$ cat config.mk
export PLATFORM = sky130hd
export DESIGN_NAME = hub_top
export DESIGN_NICKNAME = d
export VERILOG_FILES = /design/src/hub_pkg.sv /design/src/board_link_if.sv /design/src/board_port.sv /design/src/hub_query.sv /design/src/hub_store.sv /design/src/hub_top.sv
export SDC_FILE = /design/constraint.sdc
export NUM_CORES = 2
export LEC_CHECK = 0
export BUFFER_PORTS_ARGS = -buffer_cell sky130_fd_sc_hd__buf_4
export CAP_MARGIN = 20
export CELL_PAD_IN_SITES_DETAIL_PLACEMENT = 1
export CELL_PAD_IN_SITES_GLOBAL_PLACEMENT = 1
export CORE_MARGIN = 4
export CORE_UTILIZATION = 29
export CTS_BUF_LIST = sky130_fd_sc_hd__clkbuf_2 sky130_fd_sc_hd__clkbuf_4 sky130_fd_sc_hd__clkbuf_8
export DETAILED_ROUTE_END_ITERATION = 12
export PLACE_DENSITY = 0.57
export SYNTH_ARGS = -nofsm -noshare
export SYNTH_HDL_FRONTEND = slang
export SYNTH_SLANG_ARGS = --single-unit
$ cat constraint.sdc
create_clock -name sysclk -period 5.9 [get_ports sysclk]
set_input_delay 1.18 -clock sysclk [delete_from_list [all_inputs] [get_ports sysclk]]
set_output_delay 1.18 -clock sysclk [all_outputs]
set_load 0.01 [all_outputs]
$ cat src/hub_pkg.sv
// Hub shared definitions
package hub_pkg;

    // One 32-bit quadlet as seen by the host and the boards
    typedef logic [31:0] quad_t;

    // Query sequence number carried in the upper half of a first quadlet
    typedef logic [15:0] seq_t;

    // Query timer, counts sysclk cycles since the last broadcast query
    typedef logic [13:0] stamp_t;

    // Host address; bit 7 set selects register space
    typedef logic [7:0] haddr_t;

    // Register space base, 0x80 is the query word and 0x81 the read-index list
    localparam haddr_t HUB_REG_BASE = 8'h80;

    // Status codes placed in bits 15:14 of a board's first quadlet
    localparam logic [1:0] FLAG_UPDATED = 2'b10;
    localparam logic [1:0] FLAG_STALE   = 2'b00;

    // Store arbitration: wait, copy quadlets, hold ack, then drop ack
    typedef enum logic [1:0] {
        IDLE,
        COPY,
        ACK,
        DROP
    } store_state_t;

    // Index width for n entries, never below one bit
    function automatic int idx_w(input int n);
        return (n > 1) ? $clog2(n) : 1;
    endfunction

endpackage

$ cat src/board_link_if.sv
// Board port to hub store link
`timescale 1ns/1ps

interface board_link_if #(
    parameter int QUADS_PER_BOARD = 5
);
    import hub_pkg::*;

    localparam int IDX_W = idx_w(QUADS_PER_BOARD);

    // Four-phase handshake, req from the port and ack from the store
    logic             req;
    logic             ack;
    // The store walks the buffer by index and the port answers with that quadlet
    logic [IDX_W-1:0] quad_idx;
    quad_t            quad;

    modport port (output req, output quad, input ack, input quad_idx);
    modport store (input req, input quad, output ack, output quad_idx);

endinterface

$ cat src/board_port.sv
// Board status port
`timescale 1ns/1ps

module board_port #(
    parameter int QUADS_PER_BOARD = 5
) (
    input  logic           sysclk,
    input  logic           rst_n,
    input  hub_pkg::seq_t  query_seq,
    input  logic           mask_bit,
    input  logic           query_start,
    input  logic           bd_valid,
    input  hub_pkg::quad_t bd_quad,
    board_link_if.port     link
);
    import hub_pkg::*;

    localparam int IDX_W = idx_w(QUADS_PER_BOARD);
    localparam logic [IDX_W-1:0] LAST_IDX = IDX_W'(QUADS_PER_BOARD - 1);

    // Packet buffer, frozen while req is high
    quad_t            pkt_buf [QUADS_PER_BOARD];
    // Position inside the current packet, counted for every packet on the wire
    logic [IDX_W-1:0] cnt;
    logic             keep;
    logic             done;
    logic             first_ok;
    logic             capture;

    // The first quadlet decides whether the packet is taken.
    // A busy handshake or an earlier packet for this query means a drop
    assign first_ok = (cnt == '0) && mask_bit && (bd_quad[31:16] == query_seq) &&
                      !done && !link.req && !link.ack;
    assign capture = bd_valid && (keep || first_ok);

    always_ff @(posedge sysclk or negedge rst_n) begin
        if (!rst_n) begin
            cnt      <= '0;
            keep     <= 1'b0;
            done     <= 1'b0;
            link.req <= 1'b0;
        end else begin
            if (bd_valid) begin
                cnt <= (cnt == LAST_IDX) ? '0 : cnt + 1'b1;
            end
            // Last quadlet of a kept packet starts the handshake on the next cycle
            if (capture && (cnt == LAST_IDX)) begin
                keep     <= 1'b0;
                done     <= 1'b1;
                link.req <= 1'b1;
            end else if (capture) begin
                keep <= 1'b1;
            end
            // Phase 3, the store has copied the buffer
            if (link.req && link.ack) begin
                link.req <= 1'b0;
            end
            // A new query allows one more packet from this board
            if (query_start) begin
                done <= 1'b0;
            end
        end
    end

    always_ff @(posedge sysclk) begin
        if (capture) begin
            pkt_buf[cnt] <= bd_quad;
        end
    end

    // The store picks quadlets by index during its copy phase
    assign link.quad = pkt_buf[link.quad_idx];

    // Once raised, req holds until the store has acknowledged
    assert property (@(posedge sysclk) disable iff (!rst_n)
                     link.req && !link.ack |=> link.req)
        else $error("board_port: req dropped before ack");

endmodule

$ cat src/hub_query.sv
// Host query register
`timescale 1ns/1ps

module hub_query #(
    parameter int NUM_BOARDS = 4
) (
    input  logic                  sysclk,
    input  logic                  rst_n,
    input  logic                  reg_wen,
    input  hub_pkg::haddr_t       reg_waddr,
    input  hub_pkg::quad_t        reg_wdata,
    output hub_pkg::seq_t         query_seq,
    output logic [NUM_BOARDS-1:0] query_mask,
    output logic                  query_start,
    output hub_pkg::stamp_t       timer
);
    import hub_pkg::*;

    logic query_wen;
    logic mask_nonzero;

    // Only the query word at the register base is writable
    assign query_wen = reg_wen && (reg_waddr == HUB_REG_BASE);

    // A zero mask would leave the read-index list with nothing to cycle over
    assign mask_nonzero = (reg_wdata[NUM_BOARDS-1:0] != '0);

    always_ff @(posedge sysclk or negedge rst_n) begin
        if (!rst_n) begin
            query_seq   <= '0;
            query_mask  <= '1;
            query_start <= 1'b0;
            timer       <= '0;
        end else begin
            // One-cycle pulse that lines up with the new sequence and mask
            query_start <= query_wen;
            if (query_wen) begin
                query_seq <= reg_wdata[31:16];
                if (mask_nonzero) begin
                    query_mask <= reg_wdata[NUM_BOARDS-1:0];
                end
                // Timestamps are relative to the query, so restart the count
                timer <= '0;
            end else begin
                // Free-running, wraps after 16k cycles
                timer <= timer + 1'b1;
            end
        end
    end

    // The store and the list builder rely on at least one enabled board
    assert property (@(posedge sysclk) disable iff (!rst_n) query_mask != '0)
        else $error("hub_query: board mask became zero");

endmodule

$ cat src/hub_store.sv
// Hub memory and read translation
`timescale 1ns/1ps

module hub_store #(
    parameter int NUM_BOARDS      = 4,
    parameter int QUADS_PER_BOARD = 5,
    parameter int SLOT_QUADS      = 8
) (
    input  logic                  sysclk,
    input  logic                  rst_n,
    input  logic                  query_start,
    input  hub_pkg::stamp_t       timer,
    input  logic [NUM_BOARDS-1:0] query_mask,
    input  hub_pkg::haddr_t       reg_raddr,
    input  hub_pkg::seq_t         query_seq,
    board_link_if.store           links [NUM_BOARDS],
    output hub_pkg::quad_t        reg_rdata
);
    import hub_pkg::*;

    localparam int BW    = idx_w(NUM_BOARDS);
    localparam int SW    = idx_w(SLOT_QUADS);
    localparam int IDX_W = idx_w(QUADS_PER_BOARD);
    localparam logic [IDX_W-1:0] LAST_IDX = IDX_W'(QUADS_PER_BOARD - 1);
    localparam haddr_t NQ = haddr_t'(QUADS_PER_BOARD);

    store_state_t            state;
    logic [BW-1:0]           cur;
    logic [BW-1:0]           rr_ptr;
    logic [IDX_W-1:0]        copy_idx;
    logic [NUM_BOARDS-1:0]   link_req;
    logic [NUM_BOARDS-1:0]   ack_vec;
    quad_t                   link_quad [NUM_BOARDS];
    logic [NUM_BOARDS-1:0]   updated;
    quad_t                   mem [NUM_BOARDS * SLOT_QUADS];
    quad_t                   wr_data;
    logic [BW-1:0]           read_index [NUM_BOARDS];
    logic [BW-1:0]           ib_entry;
    logic [BW-1:0]           ib_board;
    logic [NUM_BOARDS-1:0]   last_mask;
    logic                    rebuild;
    haddr_t                  mult_nq;
    logic [BW-1:0]           ent;
    logic                    at_boundary;
    logic [BW-1:0]           rd_entry;
    haddr_t                  rd_offset;
    logic [BW-1:0]           rd_board;
    quad_t                   mem_word;
    quad_t                   list_word;

    // First set bit of vec at or after start, going round
    function automatic logic [BW-1:0] first_from(input logic [NUM_BOARDS-1:0] vec,
                                                 input logic [BW-1:0] start);
        logic [BW-1:0] pick;
        logic [BW-1:0] cand;
        logic          found;
        pick  = start;
        found = 1'b0;
        for (int j = 0; j < NUM_BOARDS; j++) begin
            cand = start + BW'(j);
            if (!found && vec[cand]) begin
                pick  = cand;
                found = 1'b1;
            end
        end
        return pick;
    endfunction

    // Interface arrays only take constant indices, so flatten them here
    for (genvar g = 0; g < NUM_BOARDS; g++) begin : g_link
        assign link_req[g]       = links[g].req;
        assign link_quad[g]      = links[g].quad;
        assign ack_vec[g]        = (state == ACK) && (cur == BW'(g));
        assign links[g].ack      = ack_vec[g];
        assign links[g].quad_idx = copy_idx;

        // Phase 2 never starts without a pending request
        assert property (@(posedge sysclk) disable iff (!rst_n)
                         $rose(ack_vec[g]) |-> link_req[g])
            else $error("hub_store: ack raised without req on board %0d", g);
    end

    // Round-robin arbitration over the pending ports
    always_ff @(posedge sysclk or negedge rst_n) begin
        if (!rst_n) begin
            state    <= IDLE;
            cur      <= '0;
            rr_ptr   <= '0;
            copy_idx <= '0;
        end else begin
            case (state)
                IDLE: begin
                    if (link_req != '0) begin
                        cur      <= first_from(link_req, rr_ptr);
                        copy_idx <= '0;
                        state    <= COPY;
                    end
                end
                COPY: begin
                    // One quadlet per cycle, ack follows the last one
                    if (copy_idx == LAST_IDX) begin
                        state <= ACK;
                    end else begin
                        copy_idx <= copy_idx + 1'b1;
                    end
                end
                ACK: begin
                    if (!link_req[cur]) begin
                        state <= DROP;
                    end
                end
                DROP: begin
                    // Ack is low again, next search starts past this board
                    rr_ptr <= cur + 1'b1;
                    state  <= IDLE;
                end
                default: state <= IDLE;
            endcase
        end
    end

    // Quadlet 0 carries the update flag and the arrival time
    assign wr_data = (copy_idx == '0) ?
                     {link_quad[cur][31:16], FLAG_UPDATED, timer} : link_quad[cur];

    always_ff @(posedge sysclk) begin
        if (state == COPY) begin
            mem[{cur, SW'(copy_idx)}] <= wr_data;
        end
    end

    always_ff @(posedge sysclk or negedge rst_n) begin
        if (!rst_n) begin
            updated <= '0;
        end else if (query_start) begin
            updated <= '0;
        end else if ((state == COPY) && (copy_idx == '0)) begin
            updated[cur] <= 1'b1;
        end
    end

    // The list is refilled one entry per cycle whenever the mask moves
    assign rebuild = !query_start && (query_mask != last_mask);

    always_ff @(posedge sysclk or negedge rst_n) begin
        if (!rst_n) begin
            ib_entry  <= '0;
            ib_board  <= '0;
            last_mask <= '0;
        end else if (query_start) begin
            ib_entry <= '0;
            ib_board <= '0;
        end else if (rebuild) begin
            ib_entry <= ib_entry + 1'b1;
            ib_board <= first_from(query_mask, ib_board) + 1'b1;
            if (ib_entry == BW'(NUM_BOARDS - 1)) begin
                last_mask <= query_mask;
            end
        end
    end

    // Entries repeat cyclically, e.g. mask 1010 gives 1,3,1,3
    always_ff @(posedge sysclk) begin
        if (rebuild) begin
            read_index[ib_entry] <= first_from(query_mask, ib_board);
        end
    end

    // Sequential host reads step through the enabled boards in list order.
    // mult_nq marks the address where the next entry begins
    assign at_boundary = (reg_raddr == mult_nq);
    assign rd_entry    = at_boundary ? ent + 1'b1 : ent;
    assign rd_offset   = at_boundary ? '0 : reg_raddr - (mult_nq - NQ);
    assign rd_board    = read_index[rd_entry];
    assign mem_word    = mem[{rd_board, rd_offset[SW-1:0]}];

    always_ff @(posedge sysclk or negedge rst_n) begin
        if (!rst_n) begin
            mult_nq <= NQ;
            ent     <= '0;
        end else if (query_start || (reg_raddr == '0)) begin
            // Reading address 0 restarts the walk so the host can read again
            mult_nq <= NQ;
            ent     <= '0;
        end else if (!reg_raddr[7] && at_boundary) begin
            mult_nq <= mult_nq + NQ;
            ent     <= ent + 1'b1;
        end
    end

    // Packed list, entry 0 in the top nibble
    always_comb begin
        list_word = '0;
        for (int i = 0; i < NUM_BOARDS; i++) begin
            list_word[31 - 4 * i -: 4] = 4'(read_index[i]);
        end
    end

    always_ff @(posedge sysclk) begin
        if (reg_raddr == HUB_REG_BASE) begin
            reg_rdata <= {query_seq, 16'(query_mask)};
        end else if (reg_raddr == haddr_t'(HUB_REG_BASE + 1)) begin
            reg_rdata <= list_word;
        end else if (!reg_raddr[7]) begin
            // A board that has not answered shows the live timer and flag 00
            if ((rd_offset == '0) && !updated[rd_board]) begin
                reg_rdata <= {mem_word[31:16], FLAG_STALE, timer};
            end else begin
                reg_rdata <= mem_word;
            end
        end else begin
            reg_rdata <= '0;
        end
    end

endmodule

$ cat src/hub_top.sv
// Status hub top level
`timescale 1ns/1ps

module hub_top #(
    parameter int NUM_BOARDS      = 4,
    parameter int QUADS_PER_BOARD = 5,
    parameter int SLOT_QUADS      = 8
) (
    input  logic                       sysclk,
    input  logic                       rst_n,
    input  logic                       reg_wen,
    input  hub_pkg::haddr_t            reg_waddr,
    input  hub_pkg::quad_t             reg_wdata,
    input  hub_pkg::haddr_t            reg_raddr,
    input  logic [NUM_BOARDS-1:0]      bd_valid,
    input  logic [NUM_BOARDS*32-1:0]   bd_quad,
    output hub_pkg::quad_t             reg_rdata
);
    import hub_pkg::*;

    seq_t                  query_seq;
    logic [NUM_BOARDS-1:0] query_mask;
    logic                  query_start;
    stamp_t                timer;

    // One handshake link per board
    board_link_if #(.QUADS_PER_BOARD(QUADS_PER_BOARD)) links [NUM_BOARDS] ();

    hub_query #(
        .NUM_BOARDS (NUM_BOARDS)
    ) hub_query_inst (
        .sysclk      (sysclk),
        .rst_n       (rst_n),
        .reg_wen     (reg_wen),
        .reg_waddr   (reg_waddr),
        .reg_wdata   (reg_wdata),
        .query_seq   (query_seq),
        .query_mask  (query_mask),
        .query_start (query_start),
        .timer       (timer)
    );

    // Each port sees its own mask bit and its own slice of the board bus
    for (genvar g = 0; g < NUM_BOARDS; g++) begin : g_port
        board_port #(
            .QUADS_PER_BOARD (QUADS_PER_BOARD)
        ) board_port_inst (
            .sysclk      (sysclk),
            .rst_n       (rst_n),
            .query_seq   (query_seq),
            .mask_bit    (query_mask[g]),
            .query_start (query_start),
            .bd_valid    (bd_valid[g]),
            .bd_quad     (bd_quad[g*32 +: 32]),
            .link        (links[g])
        );
    end

    hub_store #(
        .NUM_BOARDS      (NUM_BOARDS),
        .QUADS_PER_BOARD (QUADS_PER_BOARD),
        .SLOT_QUADS      (SLOT_QUADS)
    ) hub_store_inst (
        .sysclk      (sysclk),
        .rst_n       (rst_n),
        .query_start (query_start),
        .timer       (timer),
        .query_mask  (query_mask),
        .reg_raddr   (reg_raddr),
        .query_seq   (query_seq),
        .links       (links),
        .reg_rdata   (reg_rdata)
    );

endmodule

# == Yosys cells after proc, flatten, opt, wreduce, memory -nomap -nowiden ==
# Memory sizes are Yosys's and may differ from the RTL's.
# Cells that the tools add are included.
# totals
regBits,122
mem_bits_rw,1672
in_bits,183
output_inout_bits,32
word_cells,332
n_memories,6
# mem_list
name,depth,width,rd,rd_ports_with_merged_regs,write_ports,line,source
hub_store_inst.mem,32,32,1,0,1,hub_store.sv:35,quad_t mem [NUM_BOARDS * SLOT_QUADS];
g_port[0].board_port_inst.pkt_buf,5,32,1,0,1,board_port.sv:22,quad_t pkt_buf [QUADS_PER_BOARD];
g_port[1].board_port_inst.pkt_buf,5,32,1,0,1,board_port.sv:22,
g_port[2].board_port_inst.pkt_buf,5,32,1,0,1,board_port.sv:22,
g_port[3].board_port_inst.pkt_buf,5,32,1,0,1,board_port.sv:22,
hub_store_inst.read_index,4,2,5,0,1,hub_store.sv:37,logic [BW-1:0] read_index [NUM_BOARDS];
# op_classes
n_addsub,19
order_cmp,12
eq_ne,25
mux,120
bitwise_logic,3
reduce_logical,114
# ops
op,n
$mux W32,5
$mux W1,65
$bmux W32 S2,1
$eq A16 B16 Y1,4
$logic_and A1 B1 Y1,51
$mux W2,22
$mux W16,2
$reduce_bool A2 Y1,16
$lt A2 B3 Y1 const B,10
$eq A8 B8 Y1 const B,3
$logic_not A1 Y1,24
$mux W8,3
$bmux W1 S2,10
$mux W3,6
$logic_not A8 Y1,2
$add A3 B1 Y3 const B,5
$eq A3 B3 Y1 const B,5
$logic_not A3 Y1,5
$add A14 B1 Y14 const B,1
$mux W14,1
$add A2 B1 Y2 const B,6
$eq A2 B2 Y1 const B,5
$reduce_and A3 Y1,3
$add A2 B2 Y2 const B,4
23 further kinds,34

# == Depth between registers and ports, before layout ==
# logic_depth
ltp_word,23
mapped_depth,16
mapped_depth_nobuf,13

# == Hierarchy ==
# From an unflattened synthesis, not the netlist that was laid out.
# hier_totals
hier_cells,4455
hier_area_um2,73875.9
# by_module_without_submodules
mod,instances,cells_each,area_per_inst_um2,seq_area_each_um2
hub_store,1,3134,46350.7,32408.6
board_port at g_port[0].board_port_inst ...,2,302,6512.5,4954.8
board_port at g_port[2].board_port_inst,1,302,6513.7,4954.8
board_port at g_port[3].board_port_inst,1,301,6510.0,4954.8
hub_query,1,114,1476.4,880.8

# == Worst setup path after synthesis ==
# Ideal clock, no wire load.
# synth_timing
path_kind,flip-flop to flip-flop
from,register hub_store_inst.cur[0]
to,"memory g_port[2].board_port_inst.pkt_buf[3][0] (netlist bit), enable pin"
setup_ns,0.513
arrival_ns,5.580
required_time_ns,5.387
path_slack_ns,-0.193
path_stages_with_launch,12
path_buffers,3
period_less_slack_ns,6.093
path_cell_list,dfrtp_1 > clkbuf_1 > clkbuf_1 > clkbuf_1 > inv_1 > ha_1 > nand2_1 > nand3_1 > nor4_1 > a31oi_1 > nor2b_1 > nor4b_1
# synth_between
elab_chain_cells,8
# synth_lines
item,line,source
"start, declared",hub_store.sv:28,logic [BW-1:0] cur;
"start signal, assigned",hub_store.sv:94,"cur <= first_from(link_req, rr_ptr);"
$eq A2 B2 Y1,hub_store.sv:73,assign ack_vec[g] = (state == ACK) && (cur == BW'(g));
$logic_and A1 B1 Y1,hub_store.sv:73,
$logic_not A1 Y1,board_port.sv:33,!done && !link.req && !link.ack;
$logic_and A1 B1 Y1,board_port.sv:33,
$logic_or A1 B1 Y1,board_port.sv:34,assign capture = bd_valid && (keep || first_ok);
$logic_and A1 B1 Y1,board_port.sv:34,
$mux W1,board_port.sv:66,if (capture) begin
$mux W1 (not written as such),board_port.sv:67,pkt_buf[cnt] <= bd_quad;
"end, declared",board_port.sv:22,
# Every way passes these cells.

# == Worst setup path in the final report ==
# layout_timing
from,register hub_store_inst.mult_nq[1]
to,register hub_store_inst.reg_rdata[9]
# layout_between
elab_chain_cells,8
elab_cells_between_ends,13
cone_classes,add/sub (2); eq/ne (1); mux (5); reduce/logical (3); memory (2)
# layout_lines
item,line,source
"start, declared",hub_store.sv:42,haddr_t mult_nq;
"start signal, assigned",hub_store.sv:186,mult_nq <= mult_nq + NQ;
"parallel branches: the longest is 7 deep, another holds $mem_v2 Z32 W32",n/a,
$mux W16 *,hub_store.sv:206,if ((rd_offset == '0) && !updated[rd_board]) begin
"end signal, assigned",hub_store.sv:203,reg_rdata <= list_word;
"end signal, assigned",hub_store.sv:207,"reg_rdata <= {mem_word[31:16], FLAG_STALE, timer};"
"end signal, assigned",hub_store.sv:209,reg_rdata <= mem_word;
"end, declared",hub_store.sv:17,output hub_pkg::quad_t reg_rdata
# Every way passes the cells marked *. The select of a mux whose other input is x is not followed.
# A chain may end at the register's enable or synchronous reset.

==> impl_metrics.tcl <==
set metrics [dict create \
    ys_ff_latch 1794 \
    cts-root-buf "clkbuf_8" \
    post_cts_buffers 0 \
    drt_pre_antenna_iters 5 \
    initial_core_util_pct 29.24 \
    final_cell_mix "edfxtp_1, clkbuf_8, buf_4" \
    placed_area_um2 79400 \
    grt_antenna_before_repair 48 \
    postSynthCellCount 4302 \
    ctsHoldBuffers 0 \
    cts_resized 0 \
    max-cap-violations 0 \
    dieArea_um2 259700 \
    setup_tns_ns 0 \
    finalClockSkew_ns 0.04541 \
    start_kind "flop" \
    yosysWarnings 0 \
    path_max_fanout 12 \
    hold_violations 0 \
    io_buffers 202 \
    cp.required_ns 6.78 \
    r2r_slack_ns 1.43 \
    clk_pin_slew_ns 0.06 \
    viasPerCell 5.198 \
    fin_crit_sh_pct 75.75 \
    synth_seq_area_share_pct 72.78 \
    numCtsBuffers 320 \
    areaGrowthSynthToFinish_pct 17.26 \
    drive_gt1_share_pct 26.52 \
    avgRoutedWirePerCell_um 29.04 \
    first_iter_violations 4118 \
    fp.dieH_um 509.6 \
    powerDensity_nw_per_um2 479.7 \
    grt_max_degree 140 \
    leakage_nw 28.32 \
    min_path_type "in2async" \
    setup_viol 0 \
    r2r_end "hub_store_inst.reg_rdata[9]" \
    drt_wl_total_um 240400 \
    grt_pass1_wl_um 339600 \
    htree_levels 5 \
    cts_buffer_depth 4 \
    drtAntennaViolNets 0 \
    peakVddDrop_uv 416.6 \
    fill_cells 25612 \
    max_freq_ghz 0.2237 \
    grt_pass1_vias 45028 \
    synthDistinctLibCells 74 \
    die_width_um 509.6 \
    synth_nets 4525 \
    multi_input_area_um2 18960 \
    critPathKind "reg2reg" \
    fin_nets 4927 \
    hpwl_um 141700 \
    clock_sinks 1794 \
    r2r_cells 13 \
    overflow 0 \
    grtUsageTotal_pct 18.21 \
    syn_area_um2 72970 \
    rows 183 \
    route.detailed.drc 0 \
    arrival_ns 5.35 \
    maxSlewHeadroom_pct 21.95 \
    io-pin-count 215 \
    final_common_cell "edfxtp_1" \
    core_um2 249600 \
    r2r_start "hub_store_inst.mult_nq[1]" \
    fin_util_pct 34.29 \
    via_count 43024 \
    synthFlopType "edfxtp_1" \
    tightest_slew_ns 1.171 \
    fin_crit_ns 4.469 \
    clk_latency_ns 1.02 \
    cts_tree "done" \
    synth_edf_count 1672 \
    slew_viol_final 0 \
    endpoint_kind "flop" \
    avgSynthCellArea_um2 16.96 \
    design_area_um2 85570 \
    finalPower_w 0.04105 \
    place_congestion 0.7696 \
    rsz0062_at_grt "false" \
    status "finished clean" \
    regArea_um2 53120 \
    async_flop_share_pct 5.017 \
]
==> worst max-delay path by stage <==
| stage | start | endpoint | slack, ns | depth (start not counted) |
|---|---|---|---|---|
| floorplan | bd_quad[116] | g_port[3].board_port_inst.pkt_buf[0][0] | 0.23 | 6 |
| global placement | reg_raddr[1] | hub_store_inst.reg_rdata[11] | 0.58 | 15 |
| detailed placement | reg_raddr[1] | hub_store_inst.reg_rdata[9] | 0.50 | 15 |
| CTS | hub_store_inst.mult_nq[1] | hub_store_inst.reg_rdata[9] | 1.41 | 13 |
| global route | hub_store_inst.mult_nq[1] | hub_store_inst.reg_rdata[9] | 1.26 | 13 |
| finish | hub_store_inst.mult_nq[1] | hub_store_inst.reg_rdata[9] | 1.43 | 13 |
==> power by group <==
part,leakage (nW),internal [W],switching (W)
Combinational,8.60,0.00413,0.00809
Sequential,16.5,0.0168,0.000736
Clock,3.24,0.00619,0.00506
Total,28.3,0.0272,0.0139
==> sequential cells by signal, indices dropped and copies added (netlist names) <==
signal                           count
g_port.board_port_inst.pkt_buf     640
hub_store_inst.updated               4
hub_store_inst.read_index            8
hub_store_inst.ib_entry              2
hub_store_inst.mem                1024
hub_query_inst.query_start           1
hub_store_inst.links.quad_idx        3
hub_store_inst.mult_nq               8
hub_store_inst.ent                   2
hub_store_inst.ib_board              2
hub_store_inst.rr_ptr                2
hub_store_inst.last_mask             4
hub_query_inst.query_mask            4
hub_query_inst.query_seq            16
hub_store_inst.reg_rdata            32
hub_store_inst.cur                   2
g_port.board_port_inst.cnt          12
hub_store_inst.state                 2
g_port.board_port_inst.link.req      4
hub_query_inst.timer                14
g_port.board_port_inst.keep          4
g_port.board_port_inst.done          4
==> area by class of cell <==
class / count / share of cell area (%)
flip-flops and latches: 1794 / 62.08
multi-input cells: 2175 / 22.16
clock inverters: 74 / 0.4065
diodes: 23 / 0.06726
well taps: 3330 / 4.869
repair buffers: 367 / 3.544
clock buffers: 468 / 6.665
inverters: 46 / 0.2018
==> critical path: stages, from the launching register on <==
cell       delay (ns)
dfrtp_1          0.43
ha_1             0.35
inv_1            0.08
ha_4             0.17
fa_4             0.72
inv_1            0.33
nand2_1          0.39
a2111oi_0        0.55
o2111ai_1        0.27
a221oi_4         0.27
buf_4            0.24
nor2_2           0.04
buf_4            0.22
a32o_1           0.26
==> cells by family (layout without fill, tap and decap cells) <==
kind of cell | after synthesis | in the layout | share of synthesized area [%]
compound gates | 733 | 733 | 6.996
xor+xnor | 95 | 95 | 1.161
fa+ha+maj | 40 | 40 | 0.6961
buf+inv | 333 | 955 | 1.898
flops | 1794 | 1794 | 72.78
mux | 598 | 598 | 12.01
other cells | 0 | 23 | 0
simple gates | 709 | 709 | 4.463
==> cells in the mapped netlist (10+ instances only) <==
master | number | area share [%]
nor4_1 | 16 | 0.14
a311o_1 | 13 | 0.18
o221ai_1 | 124 | 1.5
inv_1 | 45 | 0.23
mux4_2 | 208 | 6.4
nand2b_1 | 31 | 0.27
dfrtp_1 | 84 | 2.9
dfxtp_1 | 32 | 0.88
o21ai_0 | 94 | 0.64
mux2i_1 | 250 | 3.4
o211ai_1 | 36 | 0.37
o22ai_1 | 63 | 0.54
buf_2 | 84 | 0.58
nor2b_1 | 19 | 0.16
and3_1 | 26 | 0.22
o31ai_1 | 13 | 0.13
xor2_1 | 45 | 0.54
nand3_1 | 125 | 0.86
a21boi_0 | 36 | 0.37
mux2_2 | 139 | 2.1
nor2_1 | 223 | 1.1
buf_1 | 44 | 0.23
o21a_1 | 13 | 0.13
a32o_1 | 10 | 0.14
a311oi_1 | 14 | 0.17
nand2_1 | 189 | 0.97
edfxtp_1 | 1672 | 69
a2111oi_0 | 14 | 0.17
xnor2_1 | 48 | 0.58
nor3_1 | 33 | 0.23
clkbuf_1 | 153 | 0.79
a21oi_1 | 181 | 1.2
ha_1 | 39 | 0.67
nand4_1 | 17 | 0.15
a211oi_1 | 40 | 0.41
o311ai_0 | 19 | 0.23
==> stage by stage <==
stage | cells | setup WS, ns | hold slack (ns)
final | 8277 | 1.431 | 0.2621
after CTS | 8251 | 1.415 | 0.2096
after global placement | 7706 | 0.5783 | 0.4753
after floorplan | 4302 | 0.2281 | 0.4574
after detailed placement | 7709 | 0.4973 | 0.4799
after global routing | 8257 | 1.261 | 0.2418
==> metal layers <==
metal / global-route usage, % / up-vias / share of wire, %
met4: 4.599 / 58 / 2.3
li1: - / 18099 / -
met5: 0 / - / 0.16
met2: 28.45 / 1435 / 46
met3: 4.659 / 420 / 7.3
met1: 25.34 / 23012 / 44
Note: power is estimated with default switching activity, not from simulation.
